==> config.mk <==
export PLATFORM = sky130hd
export DESIGN_NAME = rasterCounter
export DESIGN_NICKNAME = d
export VERILOG_FILES = /design/src/hw/capturePkg.sv /design/src/hw/rasterCounter.sv
export VERILOG_INCLUDE_DIRS = /design/src /design/src/hw
export SDC_FILE = /design/constraint.sdc
export NUM_CORES = 1
export LEC_CHECK = 0
export BUFFER_PORTS_ARGS = -buffer_cell sky130_fd_sc_hd__buf_2
export CORE_MARGIN = 5
export CORE_UTILIZATION = 45
export CTS_CLUSTER_SIZE = 16
export DETAILED_ROUTE_END_ITERATION = 7
export GPL_ROUTABILITY_DRIVEN = 0
export PLACE_DENSITY = 0.87
export SYNTH_ARGS = -nofsm -noshare
export SYNTH_HDL_FRONTEND = slang
export SYNTH_SLANG_ARGS = --single-unit
==> constraint.sdc <==
create_clock -name clock -period 1.75 [get_ports clock]
set_clock_uncertainty 0.1 [all_clocks]
set_input_delay 0.35 -clock clock [delete_from_list [all_inputs] [get_ports clock]]
set_output_delay 0.35 -clock clock [all_outputs]
set_load 0.01 [all_outputs]
==> src/hw/captureDefines.svh <==
`ifndef CAPTURE_DEFINES_SVH
`define CAPTURE_DEFINES_SVH

// ~~~~~~~~~~~~~~~~~~~~~~~~~~~~~~~~~~~~~~~~~~~~~~~~~~~~~~~~~~~~
// Line buffer geometry.
`define RAM_ADDRESS_BITS    14
`define BUFFER_LINE_LENGTH  640
`define BUFFER_SIZE         16
`define TRIGGER_ADDR        5120    // Start of buffer line 8.
`define READ_LENGTH         5120

// ~~~~~~~~~~~~~~~~~~~~~~~~~~~~~~~~~~~~~~~~~~~~~~~~~~~~~~~~~~~~
// Capture windows. Both modes start at row 0.
`define H_START_P           44
`define H_END_P             684
`define V_END_P             480
`define H_START_D           1
`define H_END_D             641
`define V_END_D             504
`define GAP_START_D         240
`define GAP_END_D           263     // First row after the gap.

`endif

==> src/hw/capturePkg.sv <==
`default_nettype none

`include "captureDefines.svh"

package capturePkg;

    typedef struct packed {
        logic [7:0] r;
        logic [7:0] g;
        logic [7:0] b;
    } pixelT;

    // Incoming stream of one pixel per clock.
    typedef struct packed {
        pixelT pixel;
        logic  hSync;   // First pixel of a line.
        logic  vSync;   // First line of a frame.
    } videoInT;

    typedef struct packed {
        pixelT       pixel;
        logic [11:0] x;
        logic [11:0] y;
    } rasterT;

    typedef struct packed {
        logic                         enable;
        logic [`RAM_ADDRESS_BITS-1:0] addr;
        pixelT                        data;
    } ramWriteT;

    typedef struct packed {
        logic  valid;
        logic  first;   // First word of a readout.
        pixelT pixel;
    } readOutT;

endpackage

`default_nettype wire

==> src/hw/rasterCounter.sv <==
`timescale 1ns/1ps
`default_nettype none

module rasterCounter (
    input  wire logic               clock,
    input  wire logic               rstN,
    input  wire capturePkg::videoInT videoIn,
    output capturePkg::rasterT      raster
);

    import capturePkg::*;

    logic [11:0] xCount;
    logic [11:0] yCount;
    logic [11:0] nextX;
    logic [11:0] nextY;
    pixelT       pixelReg;

    // Position of the pixel now on the input.
    always_comb begin
        if (videoIn.hSync) begin
            nextX = '0;
            nextY = videoIn.vSync ? '0 : yCount + 12'd1;
        end else begin
            nextX = xCount + 12'd1;
            nextY = yCount;
        end
    end

    always_ff @(posedge clock or negedge rstN) begin
        if (!rstN) begin
            xCount <= '0;
            yCount <= '0;
        end else begin
            xCount <= nextX;
            yCount <= nextY;
        end
    end

    always_ff @(posedge clock) begin
        pixelReg <= videoIn.pixel;   // Travels with its position.
    end

    assign raster = '{pixel: pixelReg, x: xCount, y: yCount};

    // Frame start only ever marks a line start.
    vSyncOnLineStart: assert property (
        @(posedge clock) disable iff (!rstN)
        videoIn.vSync |-> videoIn.hSync
    );

endmodule

`default_nettype wire

==> results.yml <==
power:
  p_per_area_nw_per_um2: 914.9
  p_int_mw: 1.534
  swShare_pct: 24.33
  power_switching_mw: 0.4932
  clkPwrFrac_pct: 30.9
  leakage_nw: 1.064
  comb_power_share_pct: 9.9
  ir_drop_mv: 0.7466
  pwr-share-seq_pct: 59.2
critical_path:
  worst-r2r-setup-slack_ns: 0.09
  cp_slowest_cell: "dfrtp_1"
  cp_top_family: "simple AND/OR/NAND/NOR gates"
  end_kind: "register"
  cp_max_fo: 7
  r2r-end: "xCount[11]"
  startpoint_type: "register"
  crit_arrival_ns: 1.74
  rr_startpoint: "xCount[2]"
  crit_buf_inv: 0
  required_ns: 1.83
  slowest_delay_ns: 0.45
  crit_type: "reg2reg"
  reg2reg_depth: 3
  cp_cell_sequence: "nand4_1, nor4_1, mux2_2"
global_routing:
  antenna_found_initial: 0
  grt-ovfl-total: 0
  grt_usage_pct: 14.33
  grt_max_degree: 25
  grt_pass1_wl_um: 5685
  grt_pass1_vias: 1329
die:
  die_y_um: 70.65
  io_pins: 76
  core_area_um2: 3606
  placementRows: 22
  die_width_um: 70.65
  start_util_pct: 45.91
  die_area_um2: 4991
drt:
  vias: 1413
  wl_per_cell_um: 13.05
  viasPerCell: 5.083
  wl_met2_um: 1810
  ant_nets: 0
  drc: 0
  wl_met1_um: 1449
  dr.pass1.iters: 4
  routed-wl-met3_um: 345
  highest_layer: "met4"
  routed_wl_um: 3629
  drt-initial-drc-count: 116
finish:
  final_common_cell: "buf_2"
  design_area_um2: 2216
  layout_common_cells: "75 x buf_2, 24 x dfxtp_1, 24 x dfrtp_1"
  nets: 259
  syn_to_final_growth_pct: 33.86
  drive_above_1_share_pct: 39.57
  antenna_cells: 0
timing:
  finalCriticalPeriod_ns: 1.660
  finalCritPeriodShare_pct: 94.87
  setup_viol: 0
  tightestPinTransition_ns: 0.5274
  drv_slew: 0
  hold_viol: 0
  hold_ws_ns: 0.05985
  slew_headroom_pct: 64.84
  fmax_mhz: 602.3
cts:
  cts_buffers: 5
  clkSinkCount: 48
  clkSlewWorstSetupHoldPaths_ns: 0.08
  htreeDepth: 2
  clk_latency_ns: 0.28
  clockBufferDepth: 2
  cts_tree: "yes"
  cts_root_buf: "clkbuf_8"
yosys:
  ys_warn_count: 0
  yosysSeqAreaShare_pct: 65.31
  synth_nets: 175
  synthTopCellsByArea: "dfrtp_1 36%, dfxtp_1 29%, a21oi_1 3.6%"
  netlist_area_um2: 1655
  synthArstFlopShare_pct: 50.00
  synth-main-ff-cell: "dfxtp_1"
  yosys.area.top_type: "dfrtp_1"
  synth_edf_count: 0
  synthDistinctLibCells: 25
  syn_area_per_cell_um2: 11.42
  yosys.area.top_type_share_pct: 36.28
  synth_cells: 145
  synth_seq_cells: 48
worst_hold_path:
  min_path_type: "in2reg"
  min-delay-start: "videoIn[19]"
  whs_path_depth: 1
  min_to: "raster[41]"
placed_design:
  dpl_cell_area_um2: 2082
  portBuffers: 75
  hpwlAfterDp_um: 2594
status:
  status: "complete, no violations"
job:
  maxCapViolCount: 0
-- power groups by stage --
stage | Combinational, mW | Sequential [mW] | Clock, mW
after CTS | 0.206 | 1.20 | 0.650
after floorplan | 0.0618 | 1.25 | 0
after global placement | 0.198 | 1.22 | 0
final | 0.202 | 1.20 | 0.627
after global routing | 0.226 | 1.21 | 0.694
after detailed placement | 0.203 | 1.22 | 0
-- state kept, by name, summed over array words and instances, names as in the netlist --
| name | count |
|---|---|
| xCount | 12 |
| raster | 24 |
| yCount | 12 |
-- cell type report --
| cell class | count | area (µm²) |
|---|---|---|
| multi-input combinational | 86 | 538.0 |
| clock buffer | 6 | 72.57 |
| clock inverter | 2 | 15.01 |
| inverter | 7 | 26.28 |
| timing repair buffer | 81 | 422.9 |
| tap | 48 | 60.06 |
| fill | 322 | 1390 |
| sequential | 48 | 1081 |
-- routing by layer --
layer  up-vias  global-route usage (%)
met2        60                   23.70
met3         2                   7.386
met5         -                       0
met4         0                   5.010
met1       665                   15.92
li1        686                       -
-- cells by family after synthesis --
kind of cell	after synthesis	synth area share (%)
muxes	5	3.250
xor gates and xnor gates	4	2.117
adders and majority gates	2	1.511
buffers and inverters	11	2.570
AOI/OAI and AO/OA	27	9.373
DFF	48	65.31
and+or+nand+nor	48	15.87
-- worst max-delay path by stage --
| stage | start | to | slack (ns) | depth (start not counted) |
|---|---|---|---|---|
| 6_report | xCount[2] | xCount[11] | 0.09 | 3 |
| 5_1_grt | xCount[0] | xCount[6] | -0.01 | 5 |
| 4_1_cts | yCount[4] | yCount[9] | 0.06 | 3 |
| 3_5_place_dp | yCount[4] | yCount[9] | 0.08 | 3 |
| 3_3_place_gp | videoIn[1] | yCount[8] | 0.13 | 4 |
| 2_1_floorplan | xCount[0] | xCount[10] | 0.15 | 4 |
-- what timing repair did --
| action | 4_1_cts | 5_1_grt |
|---|---|---|
| endpoints found under the setup margin | 0 | 6 |
| resized for setup | 0 | 1 |
| hold buffers | 1 | 0 |
| buffers inserted | 0 | 4 |
| endpoints found under the hold margin | 24 | 0 |
-- stage by stage --
step | TNS (ns) | power [mW] | std cells | utilization (%) | setup WS, ns
6_report | 0 | 2.027 | 278 | 61.45 | 0.08980
3_3_place_gp | 0 | 1.417 | 265 | 57.74 | 0.1268
3_5_place_dp | 0 | 1.427 | 265 | 57.74 | 0.08185
5_1_grt | -0.01041 | 2.130 | 278 | 61.45 | -0.01041
2_1_floorplan | 0 | 1.309 | 145 | - | 0.1491
4_1_cts | 0 | 2.055 | 274 | 60.44 | 0.05659
-- Yosys cell counts, drive strengths merged, types with 3 or more instances --
| cell type | number |
|---|---|
| clkbuf | 3 |
| or3 | 5 |
| nand2 | 8 |
| nand4 | 5 |
| o21ai | 6 |
| mux2 | 3 |
| dfxtp | 24 |
| inv | 7 |
| or4 | 7 |
| dfrtp | 24 |
| nor2b | 3 |
| nand3 | 8 |
| a21oi | 12 |
| nor2 | 7 |
| o31ai | 7 |
Note: power is estimated with default switching activity, not from simulation.
