===== src/hw/captureDefines.svh =====
`ifndef CAPTURE_DEFINES_SVH
`define CAPTURE_DEFINES_SVH

// ~~~~~~~~~~~~~~~~~~~~~~~~~~~~~~~~~~~~~~~~~~~~~~~~~~~~~~~~~~~~
// Line buffer geometry.
`define RAM_ADDRESS_BITS    14
`define BUFFER_LINE_LENGTH  640
`define BUFFER_SIZE         16
`define TRIGGER_ADDR        5120    // Start of buffer line 8.
`define READ_LENGTH         5120

// ~~~~~~~~~~~~~~~~~~~~~~~~~~~~~~~~~~~~~~~~~~~~~~~~~~~~~~~~~~~~
// Capture windows. Both modes start at row 0.
`define H_START_P           44
`define H_END_P             684
`define V_END_P             480
`define H_START_D           1
`define H_END_D             641
`define V_END_D             504
`define GAP_START_D         240
`define GAP_END_D           263     // First row after the gap.

`endif


===== src/hw/capturePkg.sv =====
`default_nettype none

`include "captureDefines.svh"

package capturePkg;

    typedef struct packed {
        logic [7:0] r;
        logic [7:0] g;
        logic [7:0] b;
    } pixelT;

    // Incoming stream of one pixel per clock.
    typedef struct packed {
        pixelT pixel;
        logic  hSync;   // First pixel of a line.
        logic  vSync;   // First line of a frame.
    } videoInT;

    typedef struct packed {
        pixelT       pixel;
        logic [11:0] x;
        logic [11:0] y;
    } rasterT;

    typedef struct packed {
        logic                         enable;
        logic [`RAM_ADDRESS_BITS-1:0] addr;
        pixelT                        data;
    } ramWriteT;

    typedef struct packed {
        logic  valid;
        logic  first;   // First word of a readout.
        pixelT pixel;
    } readOutT;

endpackage

`default_nettype wire


===== src/hw/captureControl.sv =====
`timescale 1ns/1ps
`default_nettype none

`include "captureDefines.svh"

module captureControl (
    input  wire logic              clock,
    input  wire logic              rstN,
    input  wire capturePkg::rasterT raster,
    input  wire logic              lineDoubler,
    output capturePkg::ramWriteT   ramWrite,
    output logic                   startTrigger
);

    import capturePkg::*;

    logic [11:0] hStart;
    logic [11:0] hEnd;
    logic        inWindowX;
    logic        rowActive;
    logic        writeHit;
    logic        addrLoad;
    logic        triggerHit;

    logic [`RAM_ADDRESS_BITS-1:0] lineBase;
    logic [`RAM_ADDRESS_BITS-1:0] colOffset;
    logic [`RAM_ADDRESS_BITS-1:0] pixelAddr;

    logic                         writeEnable;
    logic [`RAM_ADDRESS_BITS-1:0] writeAddr;
    pixelT                        writeData;

    // ~~~~~~~~~~~~~~~~~~~~~~~~~~~~~~~~~~~~~~~~~~~~~~~~~~~~~~~~~~~~
    // Window decode

    always_comb begin
        if (lineDoubler) begin
            hStart = 12'(`H_START_D);
            hEnd   = 12'(`H_END_D);
        end else begin
            hStart = 12'(`H_START_P);
            hEnd   = 12'(`H_END_P);
        end
    end

    assign inWindowX = (raster.x >= hStart) && (raster.x < hEnd);

    // Line-doubled frames skip the rows between the two fields.
    always_comb begin
        if (lineDoubler) begin
            rowActive = (raster.y < `GAP_START_D) ||
                        ((raster.y >= `GAP_END_D) && (raster.y < `V_END_D));
        end else begin
            rowActive = raster.y < `V_END_P;
        end
    end

    assign writeHit = inWindowX && rowActive;

    // Doubled mode tracks the address over every window column.
    assign addrLoad = lineDoubler ? inWindowX : writeHit;

    // ~~~~~~~~~~~~~~~~~~~~~~~~~~~~~~~~~~~~~~~~~~~~~~~~~~~~~~~~~~~~
    // Address generation

    assign lineBase  = `RAM_ADDRESS_BITS'((raster.y % `BUFFER_SIZE) * `BUFFER_LINE_LENGTH);
    assign colOffset = `RAM_ADDRESS_BITS'(raster.x - hStart);
    assign pixelAddr = lineBase + colOffset;   // Wraps every BUFFER_SIZE lines.

    // Fires once per frame when the first half of the buffer is full.
    assign triggerHit = inWindowX && (raster.y < `BUFFER_SIZE) &&
                        (pixelAddr == `RAM_ADDRESS_BITS'(`TRIGGER_ADDR));

    // ~~~~~~~~~~~~~~~~~~~~~~~~~~~~~~~~~~~~~~~~~~~~~~~~~~~~~~~~~~~~
    // Output registers

    always_ff @(posedge clock or negedge rstN) begin
        if (!rstN) begin
            writeEnable  <= 1'b0;
            startTrigger <= 1'b0;
        end else begin
            writeEnable  <= writeHit;
            startTrigger <= triggerHit;
        end
    end

    always_ff @(posedge clock) begin
        if (addrLoad) begin
            writeAddr <= pixelAddr;
        end
        if (writeHit) begin
            writeData <= raster.pixel;
        end
    end

    assign ramWrite = '{enable: writeEnable, addr: writeAddr, data: writeData};

    // Trigger word is always one that lands in the buffer.
    triggerWithWrite: assert property (
        @(posedge clock) disable iff (!rstN)
        startTrigger |-> ramWrite.enable
    );

endmodule

`default_nettype wire


===== config.mk =====
export PLATFORM = sky130hd
export DESIGN_NAME = captureControl
export DESIGN_NICKNAME = d
export VERILOG_FILES = /design/src/hw/capturePkg.sv /design/src/hw/captureControl.sv
export VERILOG_INCLUDE_DIRS = /design/src /design/src/hw
export SDC_FILE = /design/constraint.sdc
export NUM_CORES = 1
export LEC_CHECK = 0
export BUFFER_PORTS_ARGS = -buffer_cell sky130_fd_sc_hd__buf_2
export CELL_PAD_IN_SITES_DETAIL_PLACEMENT = 0
export CELL_PAD_IN_SITES_GLOBAL_PLACEMENT = 2
export CORE_UTILIZATION = 29
export CTS_CLUSTER_DIAMETER = 50
export CTS_CLUSTER_SIZE = 8
export DETAILED_ROUTE_END_ITERATION = 10
export HOLD_SLACK_MARGIN = 0.03
export PLACE_DENSITY = 0.82
export SYNTH_ARGS = -nofsm -noshare
export SYNTH_HDL_FRONTEND = slang
export SYNTH_SLANG_ARGS = --single-unit

===== constraint.sdc =====
create_clock -name clock -period 0.8 [get_ports clock]
set_input_delay 0.12 -clock clock [delete_from_list [all_inputs] [get_ports clock]]
set_output_delay 0.12 -clock clock [all_outputs]
set_load 0.01 [all_outputs]

==> impl_metrics.toml, run 1 <==
[run_status]
status = "complete, but fails checks"
violations = "setup timing"

[finish]
n_fill_cell = 574
final_cells = 411
nNetsFinal = 398
final_core_util_pct = 55.85
stdcell_area_um2 = 3774
drive_gt1_share_pct = 61.33
diodes = 0
syn2layout_area_growth_pct = 86.29

[yosys]
syn_avg_cell_area_um2 = 13.87
synth_xor_area_share_pct = 6.485
synth-simple-area-share_pct = 11.55
synth-main-ff-cell = "edfxtp_1"
yosysTopAreaCell = "edfxtp_1"
synth_mux_area_share_pct = 0.5559
synth_area_leaders = "edfxtp_1 56%, ha_1 9.3%, xor2_1 3.9%, xnor2_1 2.6%, dfrtp_1 2.5%"
yosysTopAreaCellShare_pct = 56.33
yosys_register_bits = 40
synth_compound_area_share_pct = 9.697
syn-cell-area_um2 = 2026
syn_inst = 146
synth_common_cells = "38 x edfxtp_1, 15 x ha_1, 10 x nand2_1"
synth_top_family_by_area = "simple AND/OR/NAND/NOR gates"
yosys_warnings = 0
ys_seq_area_share_pct = 58.80
synthAdderAreaFrac_pct = 11.24
ys_types = 41
synth-edff-count = 38
synth_nets = 214
synthArstFlopShare_pct = 5.000
yosysMostFrequentCell = "edfxtp_1"

[setup_path]
start_kind = "primary input"
worstPathMaxFanout = 5
arrival_ps = 2760
critical_path.cell_chain = "buf_12, ha_4, a211oi_2, o21ai_2, a211o_1, xnor2_1, ha_2, fa_2, a211oi_2, o21bai_1, a21oi_2, xnor2_1, nor4_2"
slowest_delay_ps = 430
path_class = "in -> reg"
critPathTopFamily = "compound AO/OA/AOI/OAI gates"
critPathSlowestCell = "fa_2"
worstPathRequired_ps = 1000
end_kind = "register"
crit_buf_inv = 1

[power]
switching_share_pct = 26.43
seq_power_share_pct = 44.7
finalPower_w = 0.005393
p_per_area_nw_per_um2 = 1429
power_leakage_nw = 1.652
comb_power_share_pct = 31.5
p_switching_w = 0.001425
power_frac_clock_pct = 23.7
p_int_w = 0.003968
ir_drop_mv = 0.6093

[clocking]
cts-root-buf = "clkbuf_8"
cts_tree = "done"
cts.sinks = 40
ctsHtreeMaxLevel = 2
cts_buffers = 5
clock_path_buffers = 2
clk_pin_slew_ps = 80

[sta]
fin_crit_sh_pct = 319.1
final.min_clock_period_ps = 2553
slew_headroom_pct = 78.35
slew_viol_final = 0
setup_ws_ps = -1753
setup_viol = 93
max_freq_ghz = 0.3917
worst_slew_pin_slew_ps = 322.2
hold_violations = 0
rsz0062_at_grt = "true"

[floorplan]
die_x_um = 85.58
fp.coreArea_um2 = 6756
die_h_um = 85.58
fp-row-count = 30
start_util_pct = 29.98
num_io_pins = 91
dieArea_um2 = 7323

[grt]
grt_pass1_vias = 1748
grt_pass1_wl_um = 8162
grt.total_usage_pct = 14.49
grt_max_degree = 26
antenna_found_initial = 0
grt_overflow = 0

[place]
place_area_um2 = 3055
port_buffers = 90
place_inst = 362
post-dp-hpwl_um = 3959
gp_congestion = 0.8071

[detailed_routing]
drtIter0Drc = 40
final_antenna_net_count = 0
via_per_inst = 4.421
drc = 0
avgRoutedWirePerCell_um = 13.50
vias = 1817
first_pass_iters = 4
wl_um = 5547

[flow_run]
drv_cap = 0

[worst_hold_path]
hold_class = "in -> async"
-- cell usage in the layout (no fill, tap or decap), types with 5 or more instances in the layout --
cell	synthesis	routed
clkbuf_8	0	5
inv_1	7	5
nand2_1	10	9
dlygate4sd3_1	0	25
ha_1	15	9
buf_2	0	87
ha_4	0	5
edfxtp_1	38	38
xor2_1	9	5
buf_6	0	11
buf_4	1	50
-- registers in the layout, indices dropped and copies added, names as in the netlist --
register      cells
ramWrite         24
startTrigger      1
writeAddr        14
writeEnable       1
-- worst max-delay path by stage --
stage                    endpoint  cells after the start         from  slack [ps]
floorplan           writeAddr[12]                     13   raster[14]       -1830
global placement     startTrigger                     13  lineDoubler       -2150
detailed placement   startTrigger                     14  lineDoubler       -2150
CTS                  startTrigger                     13  lineDoubler       -1720
finish               startTrigger                     13  lineDoubler       -1750
global route         startTrigger                     13  lineDoubler       -1920
-- power groups by stage --
stage	logic [W]	registers [W]	clock network (W)
after floorplan	0.000612	0.00250	0
after global placement	0.00130	0.00246	0
after detailed placement	0.00131	0.00246	0
after CTS	0.00151	0.00241	0.00132
after global routing	0.00185	0.00242	0.00140
final	0.00170	0.00241	0.00128
-- cells by family after synthesis --
family | count (synthesis)
AOI/OAI and AO/OA | 26
muxes | 1
and+or+nand+nor | 39
buffers and inverters | 8
DFF | 40
xor gates and xnor gates | 15
adders and majority gates | 17
-- per-stage QoR --
stage / setup WS (ps) / hold slack [ps] / setup TNS, ps
after floorplan: -1827 / -175.6 / -68990
after global placement: -2145 / -86.71 / -79770
after detailed placement: -2150 / -85.54 / -81590
after CTS: -1720 / 133.3 / -65430
after global routing: -1921 / 151.7 / -77780
final: -1753 / 136.8 / -73340
-- metal layers --
metal | track usage [%] | share of wire, %
met1 | 15.84 | 39
met3 | 3.850 | 7.0
met5 | 0 | 0
met4 | 5.152 | 2.4
met2 | 26.91 | 51
-- timing repair --
item,in CTS,in global routing
hold buffers,25,0
buffers inserted,4,13
resized for setup,17,26
gates cloned,0,3
setup endpoints to repair,92,91
pin swaps,17,18
hold endpoints to repair,26,0
-- final cells by class --
class	count	area [um2]	area share (%)
Multi-Input combinational cell	98	1061	28.12
Inverter	7	38.79	1.028
Tap cell	80	100.1	2.653
Clock buffer	5	68.82	1.824
Sequential cell	40	1191	31.56
Clock inverter	3	18.77	0.4973
Timing Repair Buffer	178	1295	34.32
No activity file was read; power rests on OpenSTA's default activity.
==> run 2: changes to the inputs <==
==> constraint.sdc (replaced) <==
create_clock -name clock -period 0.8 [get_ports clock]
set_input_delay 0.08 -clock clock [delete_from_list [all_inputs] [get_ports clock]]
set_output_delay 0.08 -clock clock [all_outputs]
set_load 0.01 [all_outputs]
==> impl_metrics.toml, run 2 (same netlist as run 1, synthesis figures left out) <==
[sta]
hold_violations = 0
worst_slew_pin_slew_ps = 320.7
setup_ws_ps = -1681
fin_crit_sh_pct = 310.1
hold_slack_ps = 100.7
max_freq_ghz = 0.4031
slew_viol_final = 0
fin_tns_setup_ps = -65910
final.min_clock_period_ps = 2481
slew_headroom_pct = 78.42
setup_viol = 92
rsz0062_at_grt = "true"

[floorplan]
fp.coreArea_um2 = 6756
fp-row-count = 30
start_util_pct = 29.98
die_x_um = 85.58
num_io_pins = 91
dieArea_um2 = 7323
die_h_um = 85.58

[setup_path]
path_class = "in -> reg"
critPathSlowestCell = "a211o_1"
start_kind = "primary input"
crit_buf_inv = 4
critical_path.cell_chain = "buf_12, ha_4, a211oi_2, o21ai_1, a211o_1, buf_4, nor3b_4, xor2_1, ha_1, buf_4, a21oi_1, xor2_1, inv_1"
worstPathMaxFanout = 5
worstPathRequired_ps = 840
end_kind = "register"
critPathTopFamily = "compound AO/OA/AOI/OAI gates"
slowest_delay_ps = 340
arrival_ps = 2520

[finish]
diodes = 0
largest_reg_flops = 24
stdcell_area_um2 = 3745
drive_gt1_share_pct = 59.57
nNetsFinal = 396
syn2layout_area_growth_pct = 84.87
layout_common_cells = "87 x buf_2, 49 x buf_4, 38 x edfxtp_1"
final_common_cell = "buf_2"

[grt]
antenna_found_initial = 0
grt_pass1_wl_um = 8459
grt_max_degree = 15
grt_overflow = 0
grt_pass1_vias = 1759
grt.total_usage_pct = 15.31

[power]
comb_power_share_pct = 30.6
power_frac_clock_pct = 28.1
p_per_area_nw_per_um2 = 1558
power_leakage_nw = 1.652
switching_share_pct = 25.17
p_int_w = 0.004367
p_switching_w = 0.001469
ir_drop_mv = 0.6997
seq_power_share_pct = 41.4

[clocking]
clk_pin_slew_ps = 80
cts_tree = "done"
clock_path_buffers = 2
cts-root-buf = "clkbuf_8"
cts_buffers = 5
cts.sinks = 40
ctsHtreeMaxLevel = 2

[place]
gp_congestion = 0.7997
post-dp-hpwl_um = 4149
port_buffers = 90
place_area_um2 = 3033

[detailed_routing]
drtIter0Drc = 50
avgRoutedWirePerCell_um = 13.62
first_pass_iters = 4
drc = 0
wl_um = 5570
final_antenna_net_count = 0
vias = 1822
via_per_inst = 4.455

[flow_run]
drv_cap = 0

[run_status]
violations = "setup timing"
status = "complete, but fails checks"

[worst_hold_path]
hold_class = "in -> async"
==> run 2: power by group through the flow <==
stage,registers [W],logic (W),clock network (W)
floorplan,0.00250,0.000609,0
global route,0.00242,0.00193,0.00176
detailed placement,0.00246,0.00133,0
finish,0.00241,0.00178,0.00164
CTS,0.00241,0.00171,0.00166
global placement,0.00246,0.00132,0
==> run 2: area by class of cell <==
class                           instances  area (um2)
Inverter                                7       38.79
Tap cell                               80       100.1
Clock buffer                            5       68.82
Timing Repair Buffer                  176        1281
Fill cell                             575        3012
Sequential cell                        40        1191
Clock inverter                          3       46.29
Multi-Input combinational cell         98        1018
==> run 2: final timing paths <==
path                        startpoint       endpoint  slack (ps)  cells past startpoint
max                        lineDoubler  writeAddr[12]       -1680                     13
min                               rstN    writeEnable         100                      2
max in group asynchronous         rstN   startTrigger         600                      2
min in group clock           raster[9]   startTrigger         200                      5
==> run 2: metal layers <==
metal | global-route usage (%) | routed length [um] | up-vias
met5 | 0 | 0 | -
met1 | 17.45 | 2289 | 821
met2 | 28.29 | 2840 | 78
met4 | 4.545 | 57 | 0
met3 | 3.754 | 383 | 4
li1 | - | - | 919
==> run 2: repair_timing <==
| item | CTS | global route |
|---|---|---|
| pin swaps | 16 | 9 |
| hold endpoints to repair | 26 | 0 |
| buffers inserted | 11 | 4 |
| gates resized for setup | 30 | 7 |
| cloned | 2 | 0 |
| hold buffers | 25 | 0 |
| setup endpoints to repair | 92 | 92 |
==> run 2: metrics by stage <==
stage                     total power (W)  utilization [%]  instances  worst slack (ps)
after floorplan                  0.003105                -        146             -1787
after global placement           0.003777            44.89        359             -2100
after detailed placement         0.003795            44.89        359             -2112
after CTS                        0.005791            54.48        405             -1697
after global routing             0.006109            55.43        409             -1843
final                            0.005835            55.43        409             -1681
==> run 3: changes to the inputs <==
ABC_AREA = 1   (was default)
CORE_UTILIZATION = 28   (was 29)
PLACE_DENSITY = 0.9   (was 0.82)
==> impl_metrics.toml, run 3 <==
[run_status]
violations = "setup timing"
status = "complete, but fails checks"

[place]
place_area_um2 = 3458
port_buffers = 90
post-dp-hpwl_um = 5124
place_inst = 478
gp_congestion = 0.7883
dp_slack_ps = -1841

[grt]
grt.total_usage_pct = 17.57
grt_max_degree = 14
grt_pass1_wl_um = 11380
antenna_found_initial = 1
grt_overflow = 0
grt_pass1_vias = 2371

[sta]
hold_violations = 0
fin_tns_setup_ps = -62340
fin_crit_sh_pct = 284.2
setup_ws_ps = -1474
final.min_clock_period_ps = 2274
max_freq_ghz = 0.4398
slew_headroom_pct = 81.65
slew_viol_final = 0
rsz0062_at_grt = "true"
setup_viol = 93
worst_slew_pin_slew_ps = 274.3

[setup_path]
crit_path_frequent_cell = "nor2_1"
path_class = "in -> reg"
crit_buf_inv = 2
path_depth = 20
arrival_ps = 2490
worstPathMaxFanout = 4
critical_path.cell_chain = "buf_12, ha_4, inv_2, nor2_4, nand3_2, nand3_2, nand2_2, nand2_2, xor2_1, ha_2, fa_2, nor2_1, nand2_1, nor2_2, nand3_1, nor2_1, nand3_1, nor2_1, nand2_1, nor2_2"
end_kind = "register"
worstPathRequired_ps = 1020
start_kind = "primary input"
slowest_delay_ps = 450
critPathSlowestCell = "fa_2"
critPathTopFamily = "simple AND/OR/NAND/NOR gates"
startpoint = "lineDoubler"
endpoint = "startTrigger"

[finish]
final_common_cell = "buf_2"
layout_common_cells = "87 x buf_2, 61 x buf_4, 38 x edfxtp_1"
stdcell_area_um2 = 4494
final_cells = 548
n_fill_cell = 617
syn2layout_area_growth_pct = 99.00
drive_gt1_share_pct = 63.00
largest_reg_flops = 24
nNetsFinal = 513
diodes = 0

[detailed_routing]
avgRoutedWirePerCell_um = 13.57
vias = 2389
first_pass_iters = 4
via_per_inst = 4.359
wl_um = 7434
final_antenna_net_count = 0
drc = 0
drtIter0Drc = 133

[yosys]
synthArstFlopShare_pct = 5.000
ys_seq_area_share_pct = 52.74
syn-cell-area_um2 = 2258
yosys_warnings = 0
yosys_register_bits = 40
yosysTopAreaCell = "edfxtp_1"
syn_avg_cell_area_um2 = 9.905
synth-edff-count = 38
synth_area_leaders = "edfxtp_1 51%, ha_1 8.3%, nand2_1 7.8%, inv_1 5.7%, nor2_1 3.2%"
synth-main-ff-cell = "edfxtp_1"
syn_inst = 228
yosysTopAreaCellShare_pct = 50.53
synth_common_cells = "47 x nand2_1, 38 x edfxtp_1, 34 x inv_1"
yosysMostFrequentCell = "nand2_1"
ys_types = 25
synth_nets = 296

[floorplan]
num_io_pins = 91
fp.coreArea_um2 = 7767
fp-row-count = 32
start_util_pct = 29.08
dieArea_um2 = 8429
die_h_um = 91.81
die_x_um = 91.81

[clocking]
cts_tree = "done"
clock_path_buffers = 2
cts.sinks = 40
clk_pin_slew_ps = 70
cts-root-buf = "clkbuf_8"
cts_buffers = 5
ctsHtreeMaxLevel = 2

[power]
ir_drop_mv = 0.5753
power_leakage_nw = 2.064
p_per_area_nw_per_um2 = 1418

[worst_hold_path]
hold_class = "in -> async"

[flow_run]
drv_cap = 0
[run 3: cell types whose count changed in the layout (fill, tap and decap cells not counted), sizes merged, moves of 6 or more]
cell,before,now
xnor2,6,0
nand3,2,19
nand2,10,56
nand4,0,9
inv,8,39
nor2,5,24
buf,151,185
[run 3: cell families after synthesis]
logic type	synth area share [%]
flip-flops	52.74
AO/OA/AOI/OAI	2.771
XOR/XNOR	3.103
AND/OR/NAND/NOR	24.49
buffers and inverters	6.815
adder cells (fa/ha/maj)	10.08
[run 3: routing by layer]
metal  wire, um  global-route usage [%]  part of all wire [%]
met4        161                   5.729                   2.2
met5         10                       0                  0.13
met3        406                   3.400                   5.5
met2       3896                   33.21                    52
met1       2960                   19.65                    40
[run 3: final cells by class]
type	instances	area [um2]	area share (%)
clock buffer	7	76.32	1.698
timing repair buffer	211	1629	36.25
tap	102	127.6	2.840
multi-input combinational	148	1301	28.95
inverter	39	163.9	3.647
clock inverter	1	5.005	0.1114
sequential	40	1191	26.50
[run 3: timing repair]
action                                 4_1_cts  5_1_grt
gates resized for setup                     58       49
hold buffers                                25        0
setup buffers                               31       13
setup endpoints to repair                   93       93
gates cloned                                 1        1
endpoints found under the hold margin       26        0
pin swaps                                   32       40
[run 3: metrics by stage]
stage | hold slack [ps] | util [%] | power (W)
after detailed placement | -128.1 | 44.52 | 0.004215
after global placement | -126.7 | 44.52 | 0.004193
final | 118.2 | 57.86 | 0.006371
after CTS | 111.2 | 54.45 | 0.006011
after floorplan | -215.6 | - | 0.003345
after global routing | 114.7 | 57.86 | 0.006721
[run 3: worst min path at each step]
stage                     startpoint           end  slack (ps)
after global placement          rstN   writeEnable        -130
after global routing            rstN   writeEnable         110
final                           rstN  startTrigger         120
after floorplan                 rstN  startTrigger        -220
after detailed placement        rstN   writeEnable        -130
after CTS                       rstN  startTrigger         110
[run 3: power by group]
part,total (W),switching (W),internal (W)
Combinational,0.00269,0.00121,0.00148
Sequential,0.00246,0.0000260,0.00243
Clock,0.00122,0.000610,0.000611
Total,0.00637,0.00185,0.00452
