File: src/hw/captureDefines.svh
`ifndef CAPTURE_DEFINES_SVH
`define CAPTURE_DEFINES_SVH

// ~~~~~~~~~~~~~~~~~~~~~~~~~~~~~~~~~~~~~~~~~~~~~~~~~~~~~~~~~~~~
// Line buffer geometry.
`define RAM_ADDRESS_BITS    14
`define BUFFER_LINE_LENGTH  640
`define BUFFER_SIZE         16
`define TRIGGER_ADDR        5120    // Start of buffer line 8.
`define READ_LENGTH         5120

// ~~~~~~~~~~~~~~~~~~~~~~~~~~~~~~~~~~~~~~~~~~~~~~~~~~~~~~~~~~~~
// Capture windows. Both modes start at row 0.
`define H_START_P           44
`define H_END_P             684
`define V_END_P             480
`define H_START_D           1
`define H_END_D             641
`define V_END_D             504
`define GAP_START_D         240
`define GAP_END_D           263     // First row after the gap.

`endif

File: src/hw/capturePkg.sv
`default_nettype none

`include "captureDefines.svh"

package capturePkg;

    typedef struct packed {
        logic [7:0] r;
        logic [7:0] g;
        logic [7:0] b;
    } pixelT;

    // Incoming stream of one pixel per clock.
    typedef struct packed {
        pixelT pixel;
        logic  hSync;   // First pixel of a line.
        logic  vSync;   // First line of a frame.
    } videoInT;

    typedef struct packed {
        pixelT       pixel;
        logic [11:0] x;
        logic [11:0] y;
    } rasterT;

    typedef struct packed {
        logic                         enable;
        logic [`RAM_ADDRESS_BITS-1:0] addr;
        pixelT                        data;
    } ramWriteT;

    typedef struct packed {
        logic  valid;
        logic  first;   // First word of a readout.
        pixelT pixel;
    } readOutT;

endpackage

`default_nettype wire

File: src/hw/bufferReader.sv
`timescale 1ns/1ps
`default_nettype none

`include "captureDefines.svh"

module bufferReader (
    input  wire logic                   clock,
    input  wire logic                   rstN,
    input  wire logic                   startTrigger,
    input  wire capturePkg::pixelT      readData,
    output logic [`RAM_ADDRESS_BITS-1:0] readAddr,
    output capturePkg::readOutT         readOut
);

    logic busy;
    logic lastAddr;
    logic validDelay;
    logic firstDelay;

    assign lastAddr = readAddr == `RAM_ADDRESS_BITS'(`READ_LENGTH - 1);

    always_ff @(posedge clock or negedge rstN) begin
        if (!rstN) begin
            busy     <= 1'b0;
            readAddr <= '0;
        end else if (startTrigger) begin
            busy     <= 1'b1;
            readAddr <= '0;
        end else if (busy) begin
            if (lastAddr) begin
                busy     <= 1'b0;
                readAddr <= '0;   // Park at the start.
            end else begin
                readAddr <= readAddr + 1'b1;
            end
        end
    end

    // Flags follow the memory latency.
    always_ff @(posedge clock or negedge rstN) begin
        if (!rstN) begin
            validDelay <= 1'b0;
            firstDelay <= 1'b0;
        end else begin
            validDelay <= busy;
            firstDelay <= busy && (readAddr == '0);
        end
    end

    assign readOut = '{valid: validDelay, first: firstDelay, pixel: readData};

    // A readout ends long before the next frame's trigger.
    noTriggerWhileBusy: assert property (
        @(posedge clock) disable iff (!rstN)
        startTrigger |-> !busy
    );

endmodule

`default_nettype wire

File: config.mk
export PLATFORM = sky130hd
export DESIGN_NAME = bufferReader
export DESIGN_NICKNAME = d
export VERILOG_FILES = /design/src/hw/capturePkg.sv /design/src/hw/bufferReader.sv
export VERILOG_INCLUDE_DIRS = /design/src /design/src/hw
export SDC_FILE = /design/constraint.sdc
export NUM_CORES = 1
export LEC_CHECK = 0
export BUFFER_PORTS_ARGS = -buffer_cell sky130_fd_sc_hd__buf_2
export CORE_ASPECT_RATIO = 1.75
export CORE_MARGIN = 2
export CORE_UTILIZATION = 44
export DETAILED_ROUTE_END_ITERATION = 6
export GPL_TIMING_DRIVEN = 0
export HOLD_SLACK_MARGIN = 0.02
export PLACE_DENSITY = 0.84
export SETUP_SLACK_MARGIN = 0.15
export SYNTH_ARGS = -nofsm -noshare
export SYNTH_HDL_FRONTEND = slang
export SYNTH_SLANG_ARGS = --single-unit
File: constraint.sdc
create_clock -name clock -period 2 [get_ports clock]
set_input_delay 0.1 -clock clock [delete_from_list [all_inputs] [get_ports clock]]
set_output_delay 0.1 -clock clock [all_outputs]
set_load 0.1 [all_outputs]
==> out/summary.txt, run 1 <==
Status -> finished clean
Commonest non-fill, non-tap cells in the layout -> buf_2 (44), buf_4 (39), nand2_1 (10)
Routed WL per cell -> 15.9 um
Total power -> 1.06 mW
Top FF cell, synth -> dfrtp_1
XOR/XNOR share of the synthesized area -> 2.21%
Combinational cell fraction of total power -> 40.6%
Port Buffer Count -> 42
First-pass DRT Iterations -> 4
Antenna Nets Post-Route -> 0
Slowest Stage Delay on Critical Path -> 500 ps
Die area -> 3150 um2
Req. time, crit path -> 2170 ps
HPWL after detailed placement -> 2.33 mm
Vias in the first global route -> 1205
Worst slew pin tran -> 516 ps
Ys async rst share -> 100%
Internal Power -> 0.594 mW
Slew Viols, Final -> 0
Worst-path cell chain -> ha_4, nand4_1, o41ai_4, buf_6, buf_4, or4_1, o211ai_1
Startpoint Class -> flip-flop
Post-route clock period utilization -> 93.8%
Row count -> 25
H-tree levels -> 1
Sequential share of power -> 35.0%
WL final -> 3.49 mm
Gr ovfl total -> 0
Clk root buf -> clkbuf_8
Switching Share -> 44.1%
Max stage delay cell, worst path -> dfrtp_4
Netlist Area Pre-Place -> 1190 um2
Post-synthesis adder-cell area fraction -> 2.11%
Critical path class -> flip-flop to flip-flop
Max Cap Viol -> 0
FILL cells -> 210
Simple-gate share of the synthesized area -> 25.2%
Ports -> 67
Gr usage total -> 23.0%
Gpl congestion -> 0.841
Horiz. Die Dim -> 43.3 um
Sequential cell area -> 465 um2
First-pass GRT wire length -> 5.44 mm
Yosys cell types -> 37
Synthesized net count -> 159
CTS Buffer Depth -> 2
Sequential share of the synthesized area -> 35.8%
Multi-input logic area -> 562 um2
Fmax -> 533 MHz
Synth Warn # -> 0
Max_slew headroom -> 65.3%
Layout area overhead -> 45.8%
Leakage -> 0.861 nW
Post-synthesis mux area share -> 0.842%
Post-synth EDFFs -> 0
Peak supply drop -> 427 uV
TritonCTS clock tree -> built
Clock slew seen by the registers of the worst setup and hold paths -> 60 ps
Initial antenna violation count -> 0
Average cell area after synthesis -> 9.14 um2
Pin count of the biggest net entering global routing -> 18
Critical path endpoint category -> flip-flop
Count of final setup violators -> 0
Vias after detailed routing -> 1260
Worst skew pair latency -> 260 ps
Most common cell after layout, fill and taps aside -> buf_2
Clk_skew -> 1.89 ps
Min Tclk post-route -> 1880 ps
Switching power -> 0.469 mW
Crit Path Max Fanout -> 7
Chip height -> 72.8 um
Initial core utilization -> 45.2%
Count of state elements after synthesis -> 17
Antenna cell count -> 0
Clock share of power -> 24.4%
Power Density -> 613 nW/um2
Cell count after synthesis -> 130
HP Class -> input pin to flip-flop
Final Hold Viols -> 0
Compound-Gate Fraction of Synth Area -> 13.2%
DR DRC count -> 0
Core ar. -> 2630 um2
DR vias/cell -> 5.75
Nets -> 222
CTS buffer count -> 3
Largest family of logic cells by synthesized area -> simple AND/OR/NAND/NOR gates
Worst path arrival time -> 2050 ps
Initial DRC Count -> 47
RSZ-0062 raised after global routing -> yes
CTS Sinks -> 17
Share of layout cells above drive strength 1 -> 60.9%
Setup Total Neg Slack -> 0 ps
metal layers:
layer	GRT usage (%)	part of all wire [%]	routed length, um	up-vias
li1	-	-	-	565
met1	24.5	35	1240	591
met2	42.0	53	1850	85
met5	0	0	0	-
met3	2.23	6.9	241	19
met4	13.8	4.6	159	0
flip-flops by register name, indices dropped and copies added, names as in the netlist:
signal      count
readAddr       14
validDelay      1
busy            1
firstDelay      1
final cells by class:
type                            instances  share of cell area (%)
Sequential cell                        17                    26.9
Multi-Input combinational cell         76                    32.4
Tap cell                               27                    1.95
Buffer                                 33                    15.7
Inverter                                4                   0.866
Timing Repair Buffer                   58                    19.6
Clock buffer                            4                    2.60
what timing repair did:
action | in CTS | in global routing
buffers inserted | 10 | 4
gates cloned | 1 | 0
hold buffers | 1 | 0
endpoints found under the hold margin | 17 | 0
setup endpoints to repair | 7 | 10
pin swaps | 4 | 4
resized for setup | 1 | 5
worst max-delay path, delay by kind of cell (launching register included):
kind | cells | cell delay, ps
AND/OR/NAND/NOR | 2 | 630
flip-flops | 1 | 500
buffers and inverters | 2 | 290
AO/OA/AOI/OAI | 2 | 200
adder cells (fa/ha/maj) | 1 | 170
metrics by stage:
stage	area (um2)	setup WS [ps]	cells	util (%)	hold WS, ps
final	1730	124	219	66.0	151
after global routing	1730	35.1	219	66.0	187
after CTS	1690	143	215	64.1	133
after detailed placement	1550	85.1	199	58.9	47.6
after global placement	1550	141	199	58.9	36.7
after floorplan	1300	93.7	130	-	-196
cells in the mapped netlist (3+ instances only):
master,instances,share of area (%)
buf_4,26,16
clkbuf_1,4,1.3
dfrtp_1,17,36
inv_1,4,1.3
nand2_1,10,3.2
nand3_1,5,2.1
nand4_1,8,4.2
nor2_1,4,1.3
nor3_1,3,1.3
nor3b_1,3,1.9
nor4_1,5,2.6
o21ai_0,3,1.3
o31ai_1,3,1.9
xor2_1,3,2.2
path summary, 6_finish.rpt:
path	start	to	slack (ps)	cells after the start
setup / recovery	readAddr[0]	readAddr[9]	120	7
min in group asynchronous	rstN	validDelay	300	2
setup reg to reg	readAddr[0]	readAddr[9]	120	7
hold / removal	startTrigger	readAddr[9]	150	3
hold reg to reg	readAddr[12]	firstDelay	540	1
max in group asynchronous	rstN	readAddr[9]	1380	2
power by group through the flow:
| stage | Clock, mW | Sequential [mW] | Combinational [mW] |
|---|---|---|---|
| 2_1_floorplan | 0 | 0.439 | 0.308 |
| 3_3_place_gp | 0 | 0.381 | 0.414 |
| 3_5_place_dp | 0 | 0.383 | 0.418 |
| 4_1_cts | 0.264 | 0.372 | 0.431 |
| 5_1_grt | 0.273 | 0.373 | 0.446 |
| 6_report | 0.259 | 0.372 | 0.431 |
cells by family after synthesis:
group	Yosys count
compound gates	18
xor+xnor	3
fa+ha+maj	2
buf+inv	37
flops	17
mux	1
simple gates	52
Note: power is estimated with default switching activity, not from simulation.
==> inputs of run 2 (changes only) <==
- GPL_TIMING_DRIVEN: 0 -> not set
==> run 2 against run 1 <==
Compared with the run above: global-route usage down 4.2 points; register-to-register slack is essentially flat; hold slack better by 49 ps; highest routed layer unchanged; combinational power is 62% lower; power fell by 24%; non-clock buffer count is 59 lower; sequential share of layout area grew 8.4 points; setup slack worse by 15 ps; clock-buffer cell count stayed put; clock power up 2%; utilization shrank 16 points.
==> out/summary.txt, run 2 (same netlist as run 1, synthesis figures left out) <==
Status -> finished clean
Gr ovfl total -> 0 (unchanged)
Most flop-heavy register -> readAddr
Combinational cell fraction of total power -> 20.3% (-20 points)
Layout area overhead -> 10.9%
Sequential cell area -> 465 um2 (unchanged)
Initial antenna violation count -> 0 (unchanged)
Gpl congestion -> 0.838 (-0.27%)
Max Cap Viol -> 0 (unchanged)
Multi-input logic area -> 558 um2 (-0.67%)
Core ar. -> 2630 um2 (unchanged)
Max reg flops -> 14 (unchanged)
Slew Viols, Final -> 0 (unchanged)
Leakage -> 0.607 nW (-29%)
Initial core utilization -> 45.2% (unchanged)
Antenna cell count -> 0 (unchanged)
Pin count of the biggest net entering global routing -> 21 (+3)
Total power -> 0.808 mW (-24%)
Chip height -> 72.8 um (unchanged)
CTS buffer count -> 3 (unchanged)
First-pass DRT Iterations -> 4 (unchanged)
Max_slew headroom -> 66.9% (+1.6 points)
Count of final setup violators -> 0 (unchanged)
Final Hold Viols -> 0 (unchanged)
Die area -> 3150 um2 (unchanged)
DR vias/cell -> 6.38 (+11%)
M1 WL -> 1.02 mm (-18%)
Peak supply drop -> 368 uV (-14%)
Vias after detailed routing -> 1020 (-19%)
Port Buffer Count -> 18 (-57%)
CTS Buffer Depth -> 2 (unchanged)
First-pass GRT wire length -> 4.42 mm (-19%)
Clk_skew -> 0.654 ps (-1.23 ps)
DR DRC count -> 0 (unchanged)
Switching Share -> 33.4% (-11 points)
Row count -> 25 (unchanged)
Detail Route met2 WL -> 1.51 mm (-18%)
Sequential share of power -> 47.0% (+12 points)
CTS Sinks -> 17 (unchanged)
Worst skew pair latency -> 260 ps (about the same)
Clock share of power -> 32.7% (+8.3 points)
Worst slew pin tran -> 492 ps (-23.4 ps)
Share of layout cells above drive strength 1 -> 42.9% (-18 points)
TritonCTS clock tree -> built
Internal Power -> 0.538 mW (-9.4%)
Horiz. Die Dim -> 43.3 um (unchanged)
Antenna Nets Post-Route -> 0 (unchanged)
FILL cells -> 234 (+11%)
Power Density -> 612 nW/um2 (-0.16%)
Clock slew seen by the registers of the worst setup and hold paths -> 70 ps (about the same)
RSZ-0062 raised after global routing -> yes
Final worst-path setup slack -> 109 ps (-14.9 ps)
Commonest non-fill, non-tap cells in the layout -> buf_2 (18), buf_4 (12), nand2_1 (10)
Crit Path Max Fanout -> 6 (-1)
Startpoint Class -> flip-flop
HPWL after detailed placement -> 1.95 mm (-16%)
Clk root buf -> clkbuf_8
Post-route clock period utilization -> 94.6% (+0.74 points)
Gr usage total -> 18.8% (-4.2 points)
HP Class -> input pin to output port
Met3 Wirelength -> 237 um (-1.7%)
Vias in the first global route -> 917 (-24%)
Setup Total Neg Slack -> 0 ps (unchanged)
Switching power -> 0.270 mW (-43%)
Critical path class -> flip-flop to flip-flop
Most common cell after layout, fill and taps aside -> buf_2
Worst path arrival time -> 2030 ps (-20 ps)
Critical path endpoint category -> flip-flop
Initial DRC Count -> 77 (+64%)
Routed WL per cell -> 18.2 um (+14%)
Highest routed layer -> met4
H-tree levels -> 1 (unchanged)
WL final -> 2.91 mm (-16%)
Post-layout util -> 50.2% (-16 points)
Ports -> 67 (unchanged)
Req. time, crit path -> 2140 ps (-30 ps)
Min Tclk post-route -> 1890 ps (+14.9 ps)
Fmax -> 529 MHz (-0.79%)
Nets -> 163 (-27%)
DP Worst Slack -> 91.5 ps (+6.45 ps)
==> run 2: changes by cell type in the layout (fill, tap and decap cells not counted), sizes merged <==
cell and delta:
clkbuf -4, buf -55
==> run 2: worst paths after layout <==
check | start | endpoint | slack [ps] | cells past startpoint
worst max register to register | readAddr[0] | readAddr[7] | 110 | 6
worst min-delay path | readData[10] | readOut[10] | 200 | 0
worst max-delay path | readAddr[0] | readAddr[7] | 110 | 6
max in group asynchronous | rstN | readAddr[3] | 1390 | 2
worst min register to register | readAddr[12] | firstDelay | 510 | 1
min in group asynchronous | rstN | validDelay | 300 | 2
==> run 2: power groups by stage <==
stage | Sequential, mW | Clock [mW] | Combinational, mW
floorplan | 0.439 | 0 | 0.308
global placement | 0.387 | 0 | 0.149
CTS | 0.381 | 0.266 | 0.154
finish | 0.380 | 0.264 | 0.164
global route | 0.381 | 0.283 | 0.170
detailed placement | 0.389 | 0 | 0.151
==> run 2: layout make-up <==
| class | instances | area share [%] |
|---|---|---|
| Multi-Input combinational cell | 76 | 42.3 |
| Tap cell | 27 | 2.56 |
| Sequential cell | 17 | 35.3 |
| Inverter | 4 | 1.14 |
| Clock buffer | 4 | 3.42 |
| Timing Repair Buffer | 32 | 15.3 |
==> run 2: worst max-delay path, stage by stage (launching register included) <==
cell and delay [ps]:
dfrtp_4 460, ha_4 170, nand4_1 170, o41ai_4 430, buf_4 190, nor2_1 60, a221o_1 310
==> run 2: through the flow <==
stage                     cells  hold WS [ps]  cell area [um2]
after detailed placement    145          51.6             1180
after CTS                   155           201             1280
final                       160           200             1320
after floorplan             130          -196             1300
after global routing        160           200             1320
after global placement      145          43.6             1180
==> run 2: what timing repair did <==
item | CTS | global route
buffers inserted | 5 | 5
setup endpoints to repair | 1 | 9
gates resized for setup | 2 | 0
pin swaps | 2 | 2
hold buffers | 1 | 0
endpoints found under the hold margin | 17 | 0
==> run 2: per-layer routing <==
layer	GRT usage, %	vias to the layer above
li1	-	445
met5	0	-
met1	20.2	482
met3	3.47	22
met4	16.5	0
met2	30.5	71
==> inputs of run 3 (changes only) <==
- CORE_UTILIZATION: 44 -> 30
- PLACE_DENSITY: 0.84 -> 0.64
==> run 3 against run 2 <==
Compared with the run above: sequential power about the same; hold slack unchanged; sequential cell count unchanged; final cell count increased by 11%; power decreased by 0.80%; routed wire length decreased by 5.0%; design area unchanged; via count decreased by 5.8%; clock power about the same; largest power group unchanged.
==> out/summary.txt, run 3 (same netlist as run 1, synthesis figures left out) <==
Critical path's top delay family -> compound AO/OA/AOI/OAI gates
Most common cell after layout, fill and taps aside -> buf_2
Power Density -> 607 nW/um2 (-0.80%)
Crit Path Max Fanout -> 4 (-2)
Antenna cell count -> 0 (unchanged)
CTS Sinks -> 17 (unchanged)
H-tree levels -> 1 (unchanged)
HPWL after detailed placement -> 2.02 mm (+3.2%)
Max reg flops -> 14 (unchanged)
TritonCTS clock tree -> built
Die area -> 4500 um2 (+43%)
Gpl congestion -> 0.858 (+2.4%)
WL final -> 2.77 mm (-5.0%)
CTS buffer count -> 3 (unchanged)
Vias in the first global route -> 942 (+2.7%)
Fmax -> 545 MHz (+3.1%)
Initial core utilization -> 31.0% (-14 points)
Max_slew headroom -> 66.9% (about the same)
Chip height -> 87.3 um (+20%)
Gr usage total -> 13.3% (-5.5 points)
Min Tclk post-route -> 1830 ps (-57.7 ps)
Placed cell area -> 1200 um2 (+2.2%)
Max stage delay cell, worst path -> dfrtp_2
First-pass DRT Iterations -> 4 (unchanged)
Clk root buf -> clkbuf_8
Vias after detailed routing -> 961 (-5.8%)
Final worst-path setup slack -> 166 ps (+57.7 ps)
Worst slew pin tran -> 500 ps (+7.65 ps)
Switching Share -> 33.1% (-0.32 points)
Initial antenna violation count -> 0 (unchanged)
Switching power -> 0.265 mW (-1.8%)
Horiz. Die Dim -> 51.6 um (+19%)
Status -> finished clean
Layout area overhead -> 10.9% (unchanged)
Internal Power -> 0.536 mW (-0.33%)
DP Worst Slack -> 162 ps (+70.6 ps)
CTS Buffer Depth -> 2 (unchanged)
Pin count of the biggest net entering global routing -> 21 (unchanged)
Final Hold Viols -> 0 (unchanged)
Slew Viols, Final -> 0 (unchanged)
Row count -> 30 (+20%)
Nets -> 160 (-1.8%)
Req. time, crit path -> 2140 ps (about the same)
Routed WL per cell -> 15.5 um (-15%)
Clock slew seen by the registers of the worst setup and hold paths -> 70 ps (about the same)
Post-route clock period utilization -> 91.7% (-2.9 points)
Gr ovfl total -> 0 (unchanged)
Sequential share of power -> 47.4% (+0.4 points)
Fin area -> 1320 um2 (unchanged)
HP Class -> input pin to output port
Clk_skew -> 2.98 ps (+2.32 ps)
Most flop-heavy register -> readAddr
Setup Total Neg Slack -> 0 ps (unchanged)
Max Cap Viol -> 0 (unchanged)
Startpoint Class -> flip-flop
Slowest Stage Delay on Critical Path -> 420 ps (-40 ps)
Multi-input logic area -> 558 um2 (unchanged)
Worst path arrival time -> 1970 ps (-60 ps)
First-pass GRT wire length -> 4.43 mm (+0.16%)
R2R Setup Slk -> 170 ps (+60 ps)
Critical path class -> flip-flop to flip-flop
Worst skew pair latency -> 250 ps (about the same)
Ports -> 67 (unchanged)
Antenna Nets Post-Route -> 0 (unchanged)
Hold WS -> 200 ps (unchanged)
Critical path endpoint category -> flip-flop
Peak supply drop -> 286 uV (-22%)
Core ar. -> 3830 um2 (+46%)
Port Buffer Count -> 18 (unchanged)
Share of layout cells above drive strength 1 -> 41.5% (-1.3 points)
Count of final setup violators -> 0 (unchanged)
DR DRC count -> 0 (unchanged)
Combinational cell fraction of total power -> 20.0% (-0.3 points)
Initial DRC Count -> 17 (-78%)
Clock share of power -> 32.7% (about the same)
Sequential cell area -> 465 um2 (unchanged)
Commonest non-fill, non-tap cells in the layout -> buf_2 (18), nand2_1 (10), buf_4 (10)
Leakage -> 0.571 nW (-5.9%)
RSZ-0062 raised after global routing -> yes
Bufs and invs on worst path -> 1 (unchanged)
DR vias/cell -> 5.40 (-15%)
FILL cells -> 412 (+76%)
Worst-path cell chain -> or3_4, o41ai_4, buf_4, nor4_2, a221o_1
## run 3: changes by cell type in the layout (fill, tap and decap cells not counted), sizes merged
cell / previous run / this run
buf: 31 / 28
## run 3: routing by layer
layer,track usage (%),part of all wire [%],vias to the layer above
li1,-,-,445
met5,0,0,-
met3,1.20,5.6,15
met2,23.7,54,36
met1,12.8,36,465
met4,12.7,5.3,0
## run 3: path summary, 6_finish.rpt
| check | from | to | depth (start not counted) |
|---|---|---|---|
| max in group asynchronous | rstN | readAddr[1] | 2 |
| max reg2reg | readAddr[13] | readAddr[7] | 5 |
| max | readAddr[13] | readAddr[7] | 5 |
| min reg2reg | readAddr[12] | firstDelay | 1 |
| min in group asynchronous | rstN | readAddr[4] | 2 |
| min | readData[0] | readOut[0] | 0 |
## run 3: power by group through the flow
stage / combinational [mW] / sequential [mW] / clock, mW
floorplan: 0.308 / 0.439 / 0
global placement: 0.149 / 0.388 / 0
detailed placement: 0.150 / 0.389 / 0
CTS: 0.151 / 0.381 / 0.265
global route: 0.170 / 0.381 / 0.279
finish: 0.160 / 0.379 / 0.262
## run 3: area by class of cell
class                      count  share of cell area [%]
clock buffer                   4                    3.42
inverter                       4                    1.14
multi-input combinational     76                    42.3
sequential                    17                    35.3
tap                           48                    4.55
timing repair buffer          29                    13.3
## run 3: metrics by stage
stage / total power [mW] / utilization [%] / instances
after floorplan: 0.746 / - / 130
after global placement: 0.537 / 31.5 / 166
after detailed placement: 0.538 / 31.5 / 166
after CTS: 0.798 / 32.9 / 171
after global routing: 0.830 / 34.4 / 178
final: 0.801 / 34.4 / 178
## run 3: timing repair
action                                  in CTS  in global routing
buffers inserted                             0                  7
pin swaps                                    0                  3
resized for setup                            0                  2
hold endpoints to repair                    17                  0
hold buffers                                 1                  0
endpoints found under the setup margin       1                  7
